**config.mk**
```make
export PLATFORM = sky130hd
export DESIGN_NAME = uncore_top
export DESIGN_NICKNAME = d
export VERILOG_FILES = /design/src/mem_msg_pkg.sv /design/src/mem_map_pkg.sv /design/src/two_fifo.sv /design/src/req_ingress.sv /design/src/cmd_dispatch.sv /design/src/clint_slice.sv /design/src/loopback_dev.sv /design/src/resp_return.sv /design/src/uncore_top.sv
export SDC_FILE = /design/constraint.sdc
export NUM_CORES = 2
export LEC_CHECK = 0
export ABC_AREA = 1
export BUFFER_PORTS_ARGS = -buffer_cell sky130_fd_sc_hd__buf_2
export CORE_ASPECT_RATIO = 0.8
export CORE_MARGIN = 2
export CORE_UTILIZATION = 45
export CTS_BUF_LIST = sky130_fd_sc_hd__clkbuf_2
export DETAILED_ROUTE_END_ITERATION = 8
export PLACE_DENSITY = 0.67
export SLEW_MARGIN = 20
export SYNTH_ARGS = -nofsm -noshare
export SYNTH_HDL_FRONTEND = slang
export SYNTH_HIERARCHICAL = 1
export SYNTH_SLANG_ARGS = --single-unit
```
**constraint.sdc**
```tcl
create_clock -name clk_i -period 8.5 [get_ports clk_i]
set_input_delay 0.85 -clock clk_i [delete_from_list [all_inputs] [get_ports clk_i]]
set_output_delay 0.85 -clock clk_i [all_outputs]
set_load 0.02 [all_outputs]
```
**src/mem_msg_pkg.sv**
```systemverilog
package mem_msg_pkg;

  // Physical address and message payload
  typedef logic [31:0] paddr_t;
  typedef logic [63:0] data_t;

  // Requester id, selects the response queue
  typedef logic [1:0] lce_id_t;

  typedef enum logic [0:0]
  {
    e_mem_rd = 1'b0,
    e_mem_wr = 1'b1
  } msg_type_e;

  // 35-bit header
  typedef struct packed
  {
    msg_type_e msg_type;
    lce_id_t   lce_id;
    paddr_t    addr;
  } mem_hdr_t;

  // 99-bit message, same layout for commands and responses
  typedef struct packed
  {
    mem_hdr_t header;
    data_t    data;
  } mem_msg_t;

endpackage

```
**src/mem_map_pkg.sv**
```systemverilog
package mem_map_pkg;
  import mem_msg_pkg::*;

  // Everything at or above this address is memory
  localparam paddr_t dram_base_c = 32'h8000_0000;

  // Device field of a local address
  localparam int dev_lsb_c = 20;
  typedef logic [3:0] dev_id_t;

  localparam dev_id_t host_dev_c  = 4'd1;
  localparam dev_id_t cache_dev_c = 4'd2;
  localparam dev_id_t clint_dev_c = 4'd3;

  // Clint register offsets, from address bits 15:0
  typedef logic [15:0] clint_off_t;

  localparam clint_off_t msip_off_c     = 16'h0000;
  localparam clint_off_t mtimecmp_off_c = 16'h4000;
  localparam clint_off_t mtime_off_c    = 16'hbff8;

endpackage

```
**src/two_fifo.sv**
```systemverilog
`timescale 1ns/1ps

module two_fifo
  #(parameter int width_p = 8)
  (  input                      clk_i
   , input                      rst_n_i

   , input        [width_p-1:0] data_i
   , input                      v_i
   , output logic               ready_o

   , output logic [width_p-1:0] data_o
   , output logic               v_o
   , input                      yumi_i
   );

  logic [1:0][width_p-1:0] mem_r;
  logic rd_ptr_r, wr_ptr_r, full_r;
  logic enq, deq, empty;

  assign enq   = v_i & ready_o;
  assign deq   = yumi_i;
  assign empty = (rd_ptr_r == wr_ptr_r) & ~full_r;

  assign ready_o = ~full_r;
  assign v_o     = ~empty;
  assign data_o  = mem_r[rd_ptr_r];

  always_ff @(posedge clk_i or negedge rst_n_i)
  begin
    if (!rst_n_i)
    begin
      rd_ptr_r <= 1'b0;
      wr_ptr_r <= 1'b0;
      full_r   <= 1'b0;
    end
    else
    begin
      if (enq)
        wr_ptr_r <= ~wr_ptr_r;
      if (deq)
        rd_ptr_r <= ~rd_ptr_r;
      // Full once the write pointer catches up with the read pointer
      if (enq & ~deq)
        full_r <= (~wr_ptr_r == rd_ptr_r);
      else if (deq & ~enq)
        full_r <= 1'b0;
    end
  end

  always_ff @(posedge clk_i)
  begin
    if (enq)
      mem_r[wr_ptr_r] <= data_i;
  end

endmodule

```
**src/req_ingress.sv**
```systemverilog
`timescale 1ns/1ps

module req_ingress
  import mem_msg_pkg::*;
  #(parameter int num_req_p = 3)
  (  input                                clk_i
   , input                                rst_n_i

   , input  mem_msg_t [num_req_p-1:0]     req_cmd_i
   , input            [num_req_p-1:0]     req_cmd_v_i
   , output logic     [num_req_p-1:0]     req_cmd_ready_o

   , output mem_msg_t                     grant_cmd_o
   , output logic                         grant_v_o
   , input                                dest_ready_i
   );

  mem_msg_t [num_req_p-1:0] head;
  logic [num_req_p-1:0] head_v;
  logic [num_req_p-1:0] pick, grant;

  for (genvar i = 0; i < num_req_p; i++)
  begin : cmd_q
    two_fifo
      #(.width_p($bits(mem_msg_t)))
      cmd_fifo
      (.clk_i(clk_i)
       ,.rst_n_i(rst_n_i)

       ,.data_i(req_cmd_i[i])
       ,.v_i(req_cmd_v_i[i])
       ,.ready_o(req_cmd_ready_o[i])

       ,.data_o(head[i])
       ,.v_o(head_v[i])
       ,.yumi_i(grant[i])
       );
  end

  // Lowest index wins, so scan from the top and let later hits override
  always_comb
  begin
    pick = '0;
    grant_cmd_o = '0;
    for (int i = num_req_p-1; i >= 0; i--)
    begin
      if (head_v[i])
      begin
        pick = '0;
        pick[i] = 1'b1;
        grant_cmd_o = head[i];
      end
    end
  end

  // Any blocked destination holds every queue
  assign grant     = pick & {num_req_p{dest_ready_i}};
  assign grant_v_o = |grant;

endmodule

```
**src/cmd_dispatch.sv**
```systemverilog
`timescale 1ns/1ps

module cmd_dispatch
  import mem_msg_pkg::*;
  import mem_map_pkg::*;
  (  input               cmd_v_i
   , input  paddr_t      cmd_addr_i

   , input               clint_ready_i
   , input               loop_ready_i
   , input               io_ready_i
   , input               mem_ready_i

   , output logic        clint_v_o
   , output logic        loop_v_o
   , output logic        io_v_o
   , output logic        mem_v_o

   , output logic        dest_ready_o
   );

  logic local_cmd;
  dev_id_t dev;
  logic is_clint, is_io, is_mem, is_loop;

  assign local_cmd = (cmd_addr_i < dram_base_c);
  assign dev       = cmd_addr_i[dev_lsb_c +: $bits(dev_id_t)];

  assign is_clint = local_cmd & (dev == clint_dev_c);
  assign is_io    = local_cmd & (dev == host_dev_c);
  // Local cache window is served by memory as well
  assign is_mem   = ~local_cmd | (dev == cache_dev_c);
  assign is_loop  = local_cmd & ~is_clint & ~is_io & (dev != cache_dev_c);

  assign clint_v_o = cmd_v_i & is_clint;
  assign loop_v_o  = cmd_v_i & is_loop;
  assign io_v_o    = cmd_v_i & is_io;
  assign mem_v_o   = cmd_v_i & is_mem;

  assign dest_ready_o = clint_ready_i & loop_ready_i & io_ready_i & mem_ready_i;

endmodule

```
**src/clint_slice.sv**
```systemverilog
`timescale 1ns/1ps

module clint_slice
  import mem_msg_pkg::*;
  import mem_map_pkg::*;
  (  input                clk_i
   , input                rst_n_i

   , input  mem_msg_t     cmd_i
   , input                cmd_v_i
   , output logic         cmd_ready_o

   , output mem_msg_t     resp_o
   , output logic         resp_v_o
   , input                resp_yumi_i

   , output logic         timer_irq_o
   , output logic         software_irq_o
   );

  logic [63:0] mtime_r, mtimecmp_r;
  logic msip_r;

  mem_msg_t resp_r;
  logic resp_v_r;

  clint_off_t off;
  logic cmd_fire, is_wr;
  data_t rd_data;

  // One response in flight at a time
  assign cmd_ready_o = ~resp_v_r;
  assign cmd_fire    = cmd_v_i & cmd_ready_o;
  assign off         = cmd_i.header.addr[15:0];
  assign is_wr       = (cmd_i.header.msg_type == e_mem_wr);

  always_comb
  begin
    case (off)
      msip_off_c:     rd_data = {63'b0, msip_r};
      mtimecmp_off_c: rd_data = mtimecmp_r;
      mtime_off_c:    rd_data = mtime_r;
      default:        rd_data = '0;
    endcase
  end

  always_ff @(posedge clk_i or negedge rst_n_i)
  begin
    if (!rst_n_i)
    begin
      mtime_r    <= '0;
      mtimecmp_r <= '1;
      msip_r     <= 1'b0;
      resp_v_r   <= 1'b0;
    end
    else
    begin
      mtime_r <= mtime_r + 64'd1;
      // A write to mtime overrides the increment
      if (cmd_fire & is_wr)
      begin
        case (off)
          msip_off_c:     msip_r     <= cmd_i.data[0];
          mtimecmp_off_c: mtimecmp_r <= cmd_i.data;
          mtime_off_c:    mtime_r    <= cmd_i.data;
          default:        ;
        endcase
      end
      if (cmd_fire)
        resp_v_r <= 1'b1;
      else if (resp_yumi_i)
        resp_v_r <= 1'b0;
    end
  end

  always_ff @(posedge clk_i)
  begin
    if (cmd_fire)
    begin
      resp_r.header <= cmd_i.header;
      resp_r.data   <= is_wr ? '0 : rd_data;
    end
  end

  assign resp_o   = resp_r;
  assign resp_v_o = resp_v_r;

  assign timer_irq_o    = (mtime_r >= mtimecmp_r);
  assign software_irq_o = msip_r;

endmodule

```
**src/loopback_dev.sv**
```systemverilog
`timescale 1ns/1ps

module loopback_dev
  import mem_msg_pkg::*;
  (  input                clk_i
   , input                rst_n_i

   , input  mem_hdr_t     cmd_i
   , input                cmd_v_i
   , output logic         cmd_ready_o

   , output mem_msg_t     resp_o
   , output logic         resp_v_o
   , input                resp_yumi_i
   );

  mem_hdr_t hdr_r;
  logic resp_v_r;
  logic cmd_fire;

  assign cmd_ready_o = ~resp_v_r;
  assign cmd_fire    = cmd_v_i & cmd_ready_o;

  always_ff @(posedge clk_i or negedge rst_n_i)
  begin
    if (!rst_n_i)
      resp_v_r <= 1'b0;
    else if (cmd_fire)
      resp_v_r <= 1'b1;
    else if (resp_yumi_i)
      resp_v_r <= 1'b0;
  end

  always_ff @(posedge clk_i)
  begin
    if (cmd_fire)
      hdr_r <= cmd_i;
  end

  // Unmapped space reads as zero
  assign resp_o.header = hdr_r;
  assign resp_o.data   = '0;
  assign resp_v_o      = resp_v_r;

endmodule

```
**src/resp_return.sv**
```systemverilog
`timescale 1ns/1ps

module resp_return
  import mem_msg_pkg::*;
  #(parameter int num_req_p = 3)
  (  input                             clk_i
   , input                             rst_n_i

   , input  mem_msg_t                  clint_resp_i
   , input  mem_msg_t                  io_resp_i
   , input  mem_msg_t                  mem_resp_i
   , input  mem_msg_t                  loop_resp_i

   , input                             clint_v_i
   , input                             io_v_i
   , input                             mem_v_i
   , input                             loop_v_i

   , output logic                      clint_yumi_o
   , output logic                      io_yumi_o
   , output logic                      mem_yumi_o
   , output logic                      loop_yumi_o

   , output mem_msg_t [num_req_p-1:0]  req_resp_o
   , output logic     [num_req_p-1:0]  req_resp_v_o
   , input            [num_req_p-1:0]  req_resp_ready_i
   );

  logic [num_req_p-1:0] fifo_ready, fifo_push;
  logic arb_ready;
  logic [3:0] reqs, grants;
  mem_msg_t sel_resp;
  logic sel_v;

  // Only arbitrate when every queue has room for the winner
  assign arb_ready = &fifo_ready;

  // Bit 0 is highest priority, keep the lowest set bit
  assign reqs   = {loop_v_i, mem_v_i, io_v_i, clint_v_i};
  assign grants = {4{arb_ready}} & reqs & (~reqs + 4'd1);
  assign {loop_yumi_o, mem_yumi_o, io_yumi_o, clint_yumi_o} = grants;
  assign sel_v  = |grants;

  always_comb
  begin
    case (1'b1)
      grants[0]: sel_resp = clint_resp_i;
      grants[1]: sel_resp = io_resp_i;
      grants[2]: sel_resp = mem_resp_i;
      grants[3]: sel_resp = loop_resp_i;
      default:   sel_resp = '0;
    endcase
  end

  for (genvar i = 0; i < num_req_p; i++)
  begin : resp_q
    assign fifo_push[i] = sel_v & (sel_resp.header.lce_id == lce_id_t'(i));

    two_fifo
      #(.width_p($bits(mem_msg_t)))
      resp_fifo
      (.clk_i(clk_i)
       ,.rst_n_i(rst_n_i)

       ,.data_i(sel_resp)
       ,.v_i(fifo_push[i])
       ,.ready_o(fifo_ready[i])

       ,.data_o(req_resp_o[i])
       ,.v_o(req_resp_v_o[i])
       ,.yumi_i(req_resp_ready_i[i] & req_resp_v_o[i])
       );
  end

endmodule

```
**src/uncore_top.sv**
```systemverilog
`timescale 1ns/1ps

module uncore_top
  import mem_msg_pkg::*;
  #(parameter int num_req_p = 3)
  (  input                              clk_i
   , input                              rst_n_i

   // Requester ports
   , input  mem_msg_t [num_req_p-1:0]   req_cmd_i
   , input            [num_req_p-1:0]   req_cmd_v_i
   , output logic     [num_req_p-1:0]   req_cmd_ready_o

   , output mem_msg_t [num_req_p-1:0]   req_resp_o
   , output logic     [num_req_p-1:0]   req_resp_v_o
   , input            [num_req_p-1:0]   req_resp_ready_i

   // Outgoing I/O
   , output mem_msg_t                   io_cmd_o
   , output logic                       io_cmd_v_o
   , input                              io_cmd_ready_i

   , input  mem_msg_t                   io_resp_i
   , input                              io_resp_v_i
   , output logic                       io_resp_yumi_o

   // Memory
   , output mem_msg_t                   mem_cmd_o
   , output logic                       mem_cmd_v_o
   , input                              mem_cmd_ready_i

   , input  mem_msg_t                   mem_resp_i
   , input                              mem_resp_v_i
   , output logic                       mem_resp_yumi_o

   , output logic                       timer_irq_o
   , output logic                       software_irq_o
   );

  mem_msg_t grant_cmd;
  logic grant_v, dest_ready;

  logic clint_cmd_v, clint_cmd_ready;
  mem_msg_t clint_resp;
  logic clint_resp_v, clint_resp_yumi;

  logic loop_cmd_v, loop_cmd_ready;
  mem_msg_t loop_resp;
  logic loop_resp_v, loop_resp_yumi;

  req_ingress
    #(.num_req_p(num_req_p))
    ingress
    (.clk_i(clk_i)
     ,.rst_n_i(rst_n_i)
     ,.req_cmd_i(req_cmd_i)
     ,.req_cmd_v_i(req_cmd_v_i)
     ,.req_cmd_ready_o(req_cmd_ready_o)
     ,.grant_cmd_o(grant_cmd)
     ,.grant_v_o(grant_v)
     ,.dest_ready_i(dest_ready)
     );

  cmd_dispatch
    dispatch
    (.cmd_v_i(grant_v)
     ,.cmd_addr_i(grant_cmd.header.addr)
     ,.clint_ready_i(clint_cmd_ready)
     ,.loop_ready_i(loop_cmd_ready)
     ,.io_ready_i(io_cmd_ready_i)
     ,.mem_ready_i(mem_cmd_ready_i)
     ,.clint_v_o(clint_cmd_v)
     ,.loop_v_o(loop_cmd_v)
     ,.io_v_o(io_cmd_v_o)
     ,.mem_v_o(mem_cmd_v_o)
     ,.dest_ready_o(dest_ready)
     );

  // Memory port is a straight pass-through, no L2
  assign io_cmd_o  = grant_cmd;
  assign mem_cmd_o = grant_cmd;

  clint_slice
    clint
    (.clk_i(clk_i)
     ,.rst_n_i(rst_n_i)
     ,.cmd_i(grant_cmd)
     ,.cmd_v_i(clint_cmd_v)
     ,.cmd_ready_o(clint_cmd_ready)
     ,.resp_o(clint_resp)
     ,.resp_v_o(clint_resp_v)
     ,.resp_yumi_i(clint_resp_yumi)
     ,.timer_irq_o(timer_irq_o)
     ,.software_irq_o(software_irq_o)
     );

  loopback_dev
    loopback
    (.clk_i(clk_i)
     ,.rst_n_i(rst_n_i)
     ,.cmd_i(grant_cmd.header)
     ,.cmd_v_i(loop_cmd_v)
     ,.cmd_ready_o(loop_cmd_ready)
     ,.resp_o(loop_resp)
     ,.resp_v_o(loop_resp_v)
     ,.resp_yumi_i(loop_resp_yumi)
     );

  resp_return
    #(.num_req_p(num_req_p))
    ret
    (.clk_i(clk_i)
     ,.rst_n_i(rst_n_i)
     ,.clint_resp_i(clint_resp)
     ,.io_resp_i(io_resp_i)
     ,.mem_resp_i(mem_resp_i)
     ,.loop_resp_i(loop_resp)
     ,.clint_v_i(clint_resp_v)
     ,.io_v_i(io_resp_v_i)
     ,.mem_v_i(mem_resp_v_i)
     ,.loop_v_i(loop_resp_v)
     ,.clint_yumi_o(clint_resp_yumi)
     ,.io_yumi_o(io_resp_yumi_o)
     ,.mem_yumi_o(mem_resp_yumi_o)
     ,.loop_yumi_o(loop_resp_yumi)
     ,.req_resp_o(req_resp_o)
     ,.req_resp_v_o(req_resp_v_o)
     ,.req_resp_ready_i(req_resp_ready_i)
     );

endmodule

```
== Yosys cells after proc, flatten, opt, wreduce, memory -nomap -nowiden ==
Cells that the tools add are included.

* Output and inout bits: 507
* Flip-flop bits (word level): 1471
* Input bits: 507
* Word-level logic and storage cells: 252

* Bitwise operators: 88
* Add/sub/neg operators: 2
* Mux-type cells: 59
* Magnitude comparators: 20
* Eq/ne operators: 20
* Reduce and logical (&&, ||, !) cells: 21

{| class="wikitable"
|+ Operators with widths
! kind !! number
|-
| 99-bit two-way mux || 25
|-
| 198-bit bitwise mux || 6
|-
| 99-bit demux with 1-bit select || 6
|-
| 64-bit case mux with 3 select lines || 1
|-
| 64-bit two-way mux || 2
|-
| 64-bit by 1-bit adder with 64-bit output (second input constant) || 1
|-
| 64-bit >= comparator || 1
|-
| 1-bit bitwise AND || 45
|-
| 1-bit inverter || 38
|-
| 32-bit < comparator (second input constant) || 1
|-
| 1-bit by 2-bit < comparator with 1-bit output (second input constant) || 12
|-
| 16-bit by 15-bit == test with 1-bit output (second input constant) || 1
|-
| 16-bit == test (second input constant) || 1
|-
| 16-bit logical NOT || 1
|-
| 1-bit two-way mux || 16
|-
| 2-bit nonzero test || 8
|-
| 1-bit == test || 12
|-
| 3-bit two-way mux || 3
|-
| 4-bit bitwise AND || 2
|-
| 4-bit by 2-bit == test with 1-bit output (second input constant) || 2
|-
| 1-bit >= comparator (second input constant) || 6
|-
| 1-bit logical AND || 6
|-
| 4-bit by 1-bit adder with 4-bit output (second input constant) || 1
|-
| 4-bit by 1-bit == test with 1-bit output (second input constant) || 1
|-
| other kinds (11) || 12
|}

== Longest topological paths before layout ==
* Depth after elaboration: 15
* Mapped depth: 23
* Gate-level depth less buffers: 18

== By module ==
The synthesis kept the hierarchy.

{| class="wikitable"
|+ By module, submodules not included
! module !! cells an instance !! area each (um^2) !! seq. area each (um^2) !! instances
|-
| two_fifo || 539 || 7349.5 || 6020.8 || 6
|-
| clint_slice || 1604 || 13012.5 || 6306.0 || 1
|-
| resp_return || 817 || 3490.8 || 0.0 || 1
|-
| req_ingress || 653 || 2690.1 || 0.0 || 1
|-
| loopback_dev || 107 || 1587.8 || 1076.0 || 1
|-
| uncore_top || 99 || 743.2 || 0.0 || 1
|-
| cmd_dispatch || 17 || 77.6 || 0.0 || 1
|}

== Worst setup path before layout ==
No wires, ideal clock.

* Kind: input -> register
* Start point: input port io_resp_v_i
* End point: register ret/resp_q[1].resp_fifo/mem_r[0] (netlist bit) (enable)
* Buffers on the path: 1
* Data required time: 7.942 ns
* Library setup time: 0.558 ns
* Data arrival time: 6.123 ns
* Slack: 1.819 ns
* Stages on the path: 13
* Path through: inv_1 -> ha_1 -> nand2_1 -> inv_1 -> nand2_4 -> buf_4 -> nand3_1 -> nand3_1 -> nand2_1 -> nand2_1 -> inv_1 -> nand2_1 -> nor2_1

{| class="wikitable"
|+ RTL lines
! element !! line !! source
|-
| start, declared || uncore_top.sv:24 || <nowiki>, input io_resp_v_i</nowiki>
|-
| end signal, assigned by index || two_fifo.sv:54 || <nowiki>mem_r[wr_ptr_r] <= data_i;</nowiki>
|-
| end, declared || two_fifo.sv:17 || <nowiki>logic [1:0][width_p-1:0] mem_r;</nowiki>
|}

==> run_results.csv <==
group,metric,value,unit
place,io_buffers,1013,
cts,clk_root_buffer_cell,"clkbuf_2",
timing,rsz0062_at_grt,"no",
setup_path,worstSetupEndpointType,"output pin",
die,start_util,45.3,%
die,die-area,0.149,sq mm
setup_path,cpPeakStageDelay,0.85,ns
global_route,grt_antenna_before_repair,65,
place,gp_congestion,0.994,
run,max_cap_violations,0,
drt,drt_iter0_drc,6690,
timing,timing.hold.ws,0.0988,ns
yosys,synth.avg_cell_area,10.1,sq um
place,hpwl,158,mm
cells_and_area,areaGrowthSynthToFinish,26.0,%
setup_path,cpLargestDelayFamily,"simple AND/OR/NAND/NOR gates",
worst_hold_path,hp-class,"primary input to register",
cts,cts_buffers,375,
cells_and_area,final_cell_mix,"nand2_1, edfxtp_1, buf_2",
cells_and_area,layout-drive-gt1-share,20.6,%
setup_path,worstSetupStartpointType,"register",
place,place_ws,2.62,ns
timing,finalCritPeriodShare,83.1,%
timing,slew_headroom,18.5,%
global_route,grt_max_degree,153,
yosys,yosysUniqueCellTypes,46,
status,outcome,"complete, no violations",
timing,finClkSkew,0.255,ns
drt,remaining_drc_errors,0,
timing,hold_viol_final,0,
timing,worst_pin_slew,1.22,ns
setup_path,path_buf_inv,4,
cts,worstSkewPairLatency,1.87,ns
power,ir_drop,359,uV
cells_and_area,finalNetCount,8986,
global_route,grt-ovfl-total,0,
drt,vias,55000,
die,num_rows,125,
cts,path_clk_slew,0.09,ns
setup_path,crit_chain,"inv_4 -> nand2_1 -> nand2_1 -> nand2_2 -> inv_2 -> nor2_4 -> buf_4 -> nand2_1 -> nand3_1 -> buf_2",
cells_and_area,layout_commonest_cell,"nand2_1",
drt,drt-total-wl,238,mm
setup_path,crit_type,"register to output pin",
die,die_width,431,um
power,powerDensity,389,mW/mm^2
cts,cts_sinks,1471,
power,p_leak,36.9,nW
timing,tns,0,ns
global_route,grt_pass1_wl,341,mm
setup_path,cp_slowest_cell,"dfrtp_4",
setup_path,required,7.65,ns
yosys,syn-cell-area,0.0657,sq mm
yosys,yosysSeqAreaShare,66.2,%
cts,cts_max_level,5,
global_route,grt_usage,31.0,%
timing,timing.fmax,0.142,GHz
yosys,ys_warn_count,6,
yosys,synthCells,6531,
setup_path,critPathArrivalTime,6.21,ns
global_route,grt_pass1_vias,52700,
setup_path,crit_fanout,51,
die,core,0.145,sq mm
timing,finalWorstPathRequiredPeriod,7.06,ns
setup_path,crit_top_cell,"nand2_1",
timing,fin_ws,1.44,ns
timing,final_max_slew_viol_count,0,
yosys,ys_seq_elements,1471,
cts,cts_tree,"yes",
drt,firstDrtPassIters,6,
drt,wl_per_cell,22.4,um
timing,setup_viol,0,
die,fp.dieH,346,um
cells_and_area,fill_cells,12300,
die,ioPinCount,1014,
drt,detail-route-antenna-nets,0,
drt,via_per_inst,5.18,
cts,cts.path.max_buffers,4,
## state kept, by name, indices dropped and copies added (netlist names)
| register | flops |
|---|---|
| loopback/resp_v_o | 1 |
| ingress/cmd_q.cmd_fifo/wr_ptr_r | 3 |
| ret/resp_q.resp_fifo/full_r | 3 |
| loopback/resp_o | 35 |
| ret/resp_q.resp_fifo/mem_r | 594 |
| clint/mtime_r | 64 |
| clint/resp_o | 99 |
| ingress/cmd_q.cmd_fifo/mem_r | 594 |
| clint/resp_v_o | 1 |
| ingress/cmd_q.cmd_fifo/rd_ptr_r | 3 |
| ret/resp_q.resp_fifo/wr_ptr_r | 3 |
| ret/resp_q.resp_fifo/rd_ptr_r | 3 |
| clint/mtimecmp_r | 64 |
| ingress/cmd_q.cmd_fifo/full_r | 3 |
| clint/software_irq_o | 1 |
## path summary, 6_finish.rpt
kind | start | to | slack (ns) | cells after the start
setup / recovery | ingress/cmd_q[1].cmd_fifo/rd_ptr_r | mem_cmd_o[8] | 1.44 | 10
hold / removal | mem_resp_i[57] | ret/resp_q[2].resp_fifo/mem_r[57] | 0.1 | 7
setup reg to reg | ingress/cmd_q[1].cmd_fifo/rd_ptr_r | clint/mtimecmp_r[36] | 2.52 | 16
hold reg to reg | clint/mtimecmp_r[33] | clint/mtimecmp_r[33] | 0.48 | 2
max in group asynchronous | rst_n_i | ret/resp_q[0].resp_fifo/rd_ptr_r | 6.67 | 5
min in group asynchronous | rst_n_i | clint/mtime_r[33] | 0.29 | 4
## cells in the mapped netlist, drive strengths merged
master  instances  area share, %
clkinv          3          0.019
nand2        2909             17
and2            1         0.0095
conb            1         0.0057
nand3         214            1.7
nor3           13          0.099
edfxtp       1322             60
a21o            3          0.034
o21ai         207            1.6
o21bai          1          0.011
inv           426            2.4
nor4            1          0.032
nand4          29           0.29
nor2          479            2.9
o21a            3          0.034
xor2           33           0.44
dfstp          64            2.6
o31ai           1          0.011
a21oi         105           0.81
a31oi          75           0.71
buf           357            3.6
mux2           22           0.38
xnor2           5          0.067
dfrtp          85            3.2
nand3b          2          0.029
or2             7          0.067
clkbuf         91           0.52
ha             72            1.4
## where the power goes
group | switching, mW | leakage, nW | internal (mW)
combinational | 12.1 | 20.4 | 3.76
clock | 2.92 | 2.50 | 1.82
sequential | 0.693 | 14.0 | 10.9
## worst register-to-register path, stage by stage (launching register included)
cell,delay [ns]
dfrtp_4,0.85
inv_4,0.42
nand2_1,0.19
nand2_1,0.07
nand2_2,0.61
nor2_4,0.09
buf_4,0.33
nand2_1,0.17
nand3_1,0.30
inv_1,0.20
nand2_1,0.10
nor3_1,0.32
nand2_1,0.19
nor2_1,0.37
nand4_4,0.69
buf_4,0.63
mux2_1,0.41
## metal layers
| layer | routed length (um) | share of wire [%] | GRT usage (%) | up-vias |
|---|---|---|---|---|
| li1 | - | - | - | 25100 |
| met1 | 95300 | 40 | 42.1 | 26000 |
| met2 | 107000 | 45 | 47.6 | 3322 |
| met3 | 24800 | 10 | 7.15 | 624 |
| met4 | 10300 | 4.3 | 13.6 | 16 |
| met5 | 107 | 0.045 | 0 | - |
## stage by stage
step           utilization [%]  cell area (sq um)  power, mW  std cells
2_1_floorplan                -              65900       20.9       6594
3_3_place_gp              49.1              71300       26.3       9123
3_5_place_dp              49.1              71300       26.5       9123
4_1_cts                   57.0              82700       31.9      10600
5_1_grt                   57.0              82800       33.6      10600
6_report                  57.0              82800       32.2      10600
## timing repair
action,in CTS,in global routing
buffers inserted,0,0
gates resized for setup,0,0
hold buffers,812,0
setup endpoints to repair,0,0
endpoints found under the hold margin,1555,0
## cell families after synthesis
group | Yosys count | synth area share, %
compound gates | 395 | 3.19
xor+xnor | 38 | 0.507
fa+ha+maj | 72 | 1.37
buf+inv | 877 | 6.62
flops | 1471 | 66.2
mux | 22 | 0.377
other cells | 1 | 0.00571
simple gates | 3655 | 21.7
## area by class of cell
class | count | area, sq um | share of cell area, %
Antenna cell | 48 | 120 | 0.145
Clock buffer | 546 | 2730 | 3.30
Tap cell | 1905 | 2380 | 2.88
Clock inverter | 94 | 479 | 0.579
Inverter | 429 | 1630 | 1.97
Timing Repair Buffer | 1884 | 13700 | 16.5
Sequential cell | 1471 | 43500 | 52.6
Multi-Input combinational cell | 4246 | 18200 | 22.0
Power figures use the tool's default switching activity.
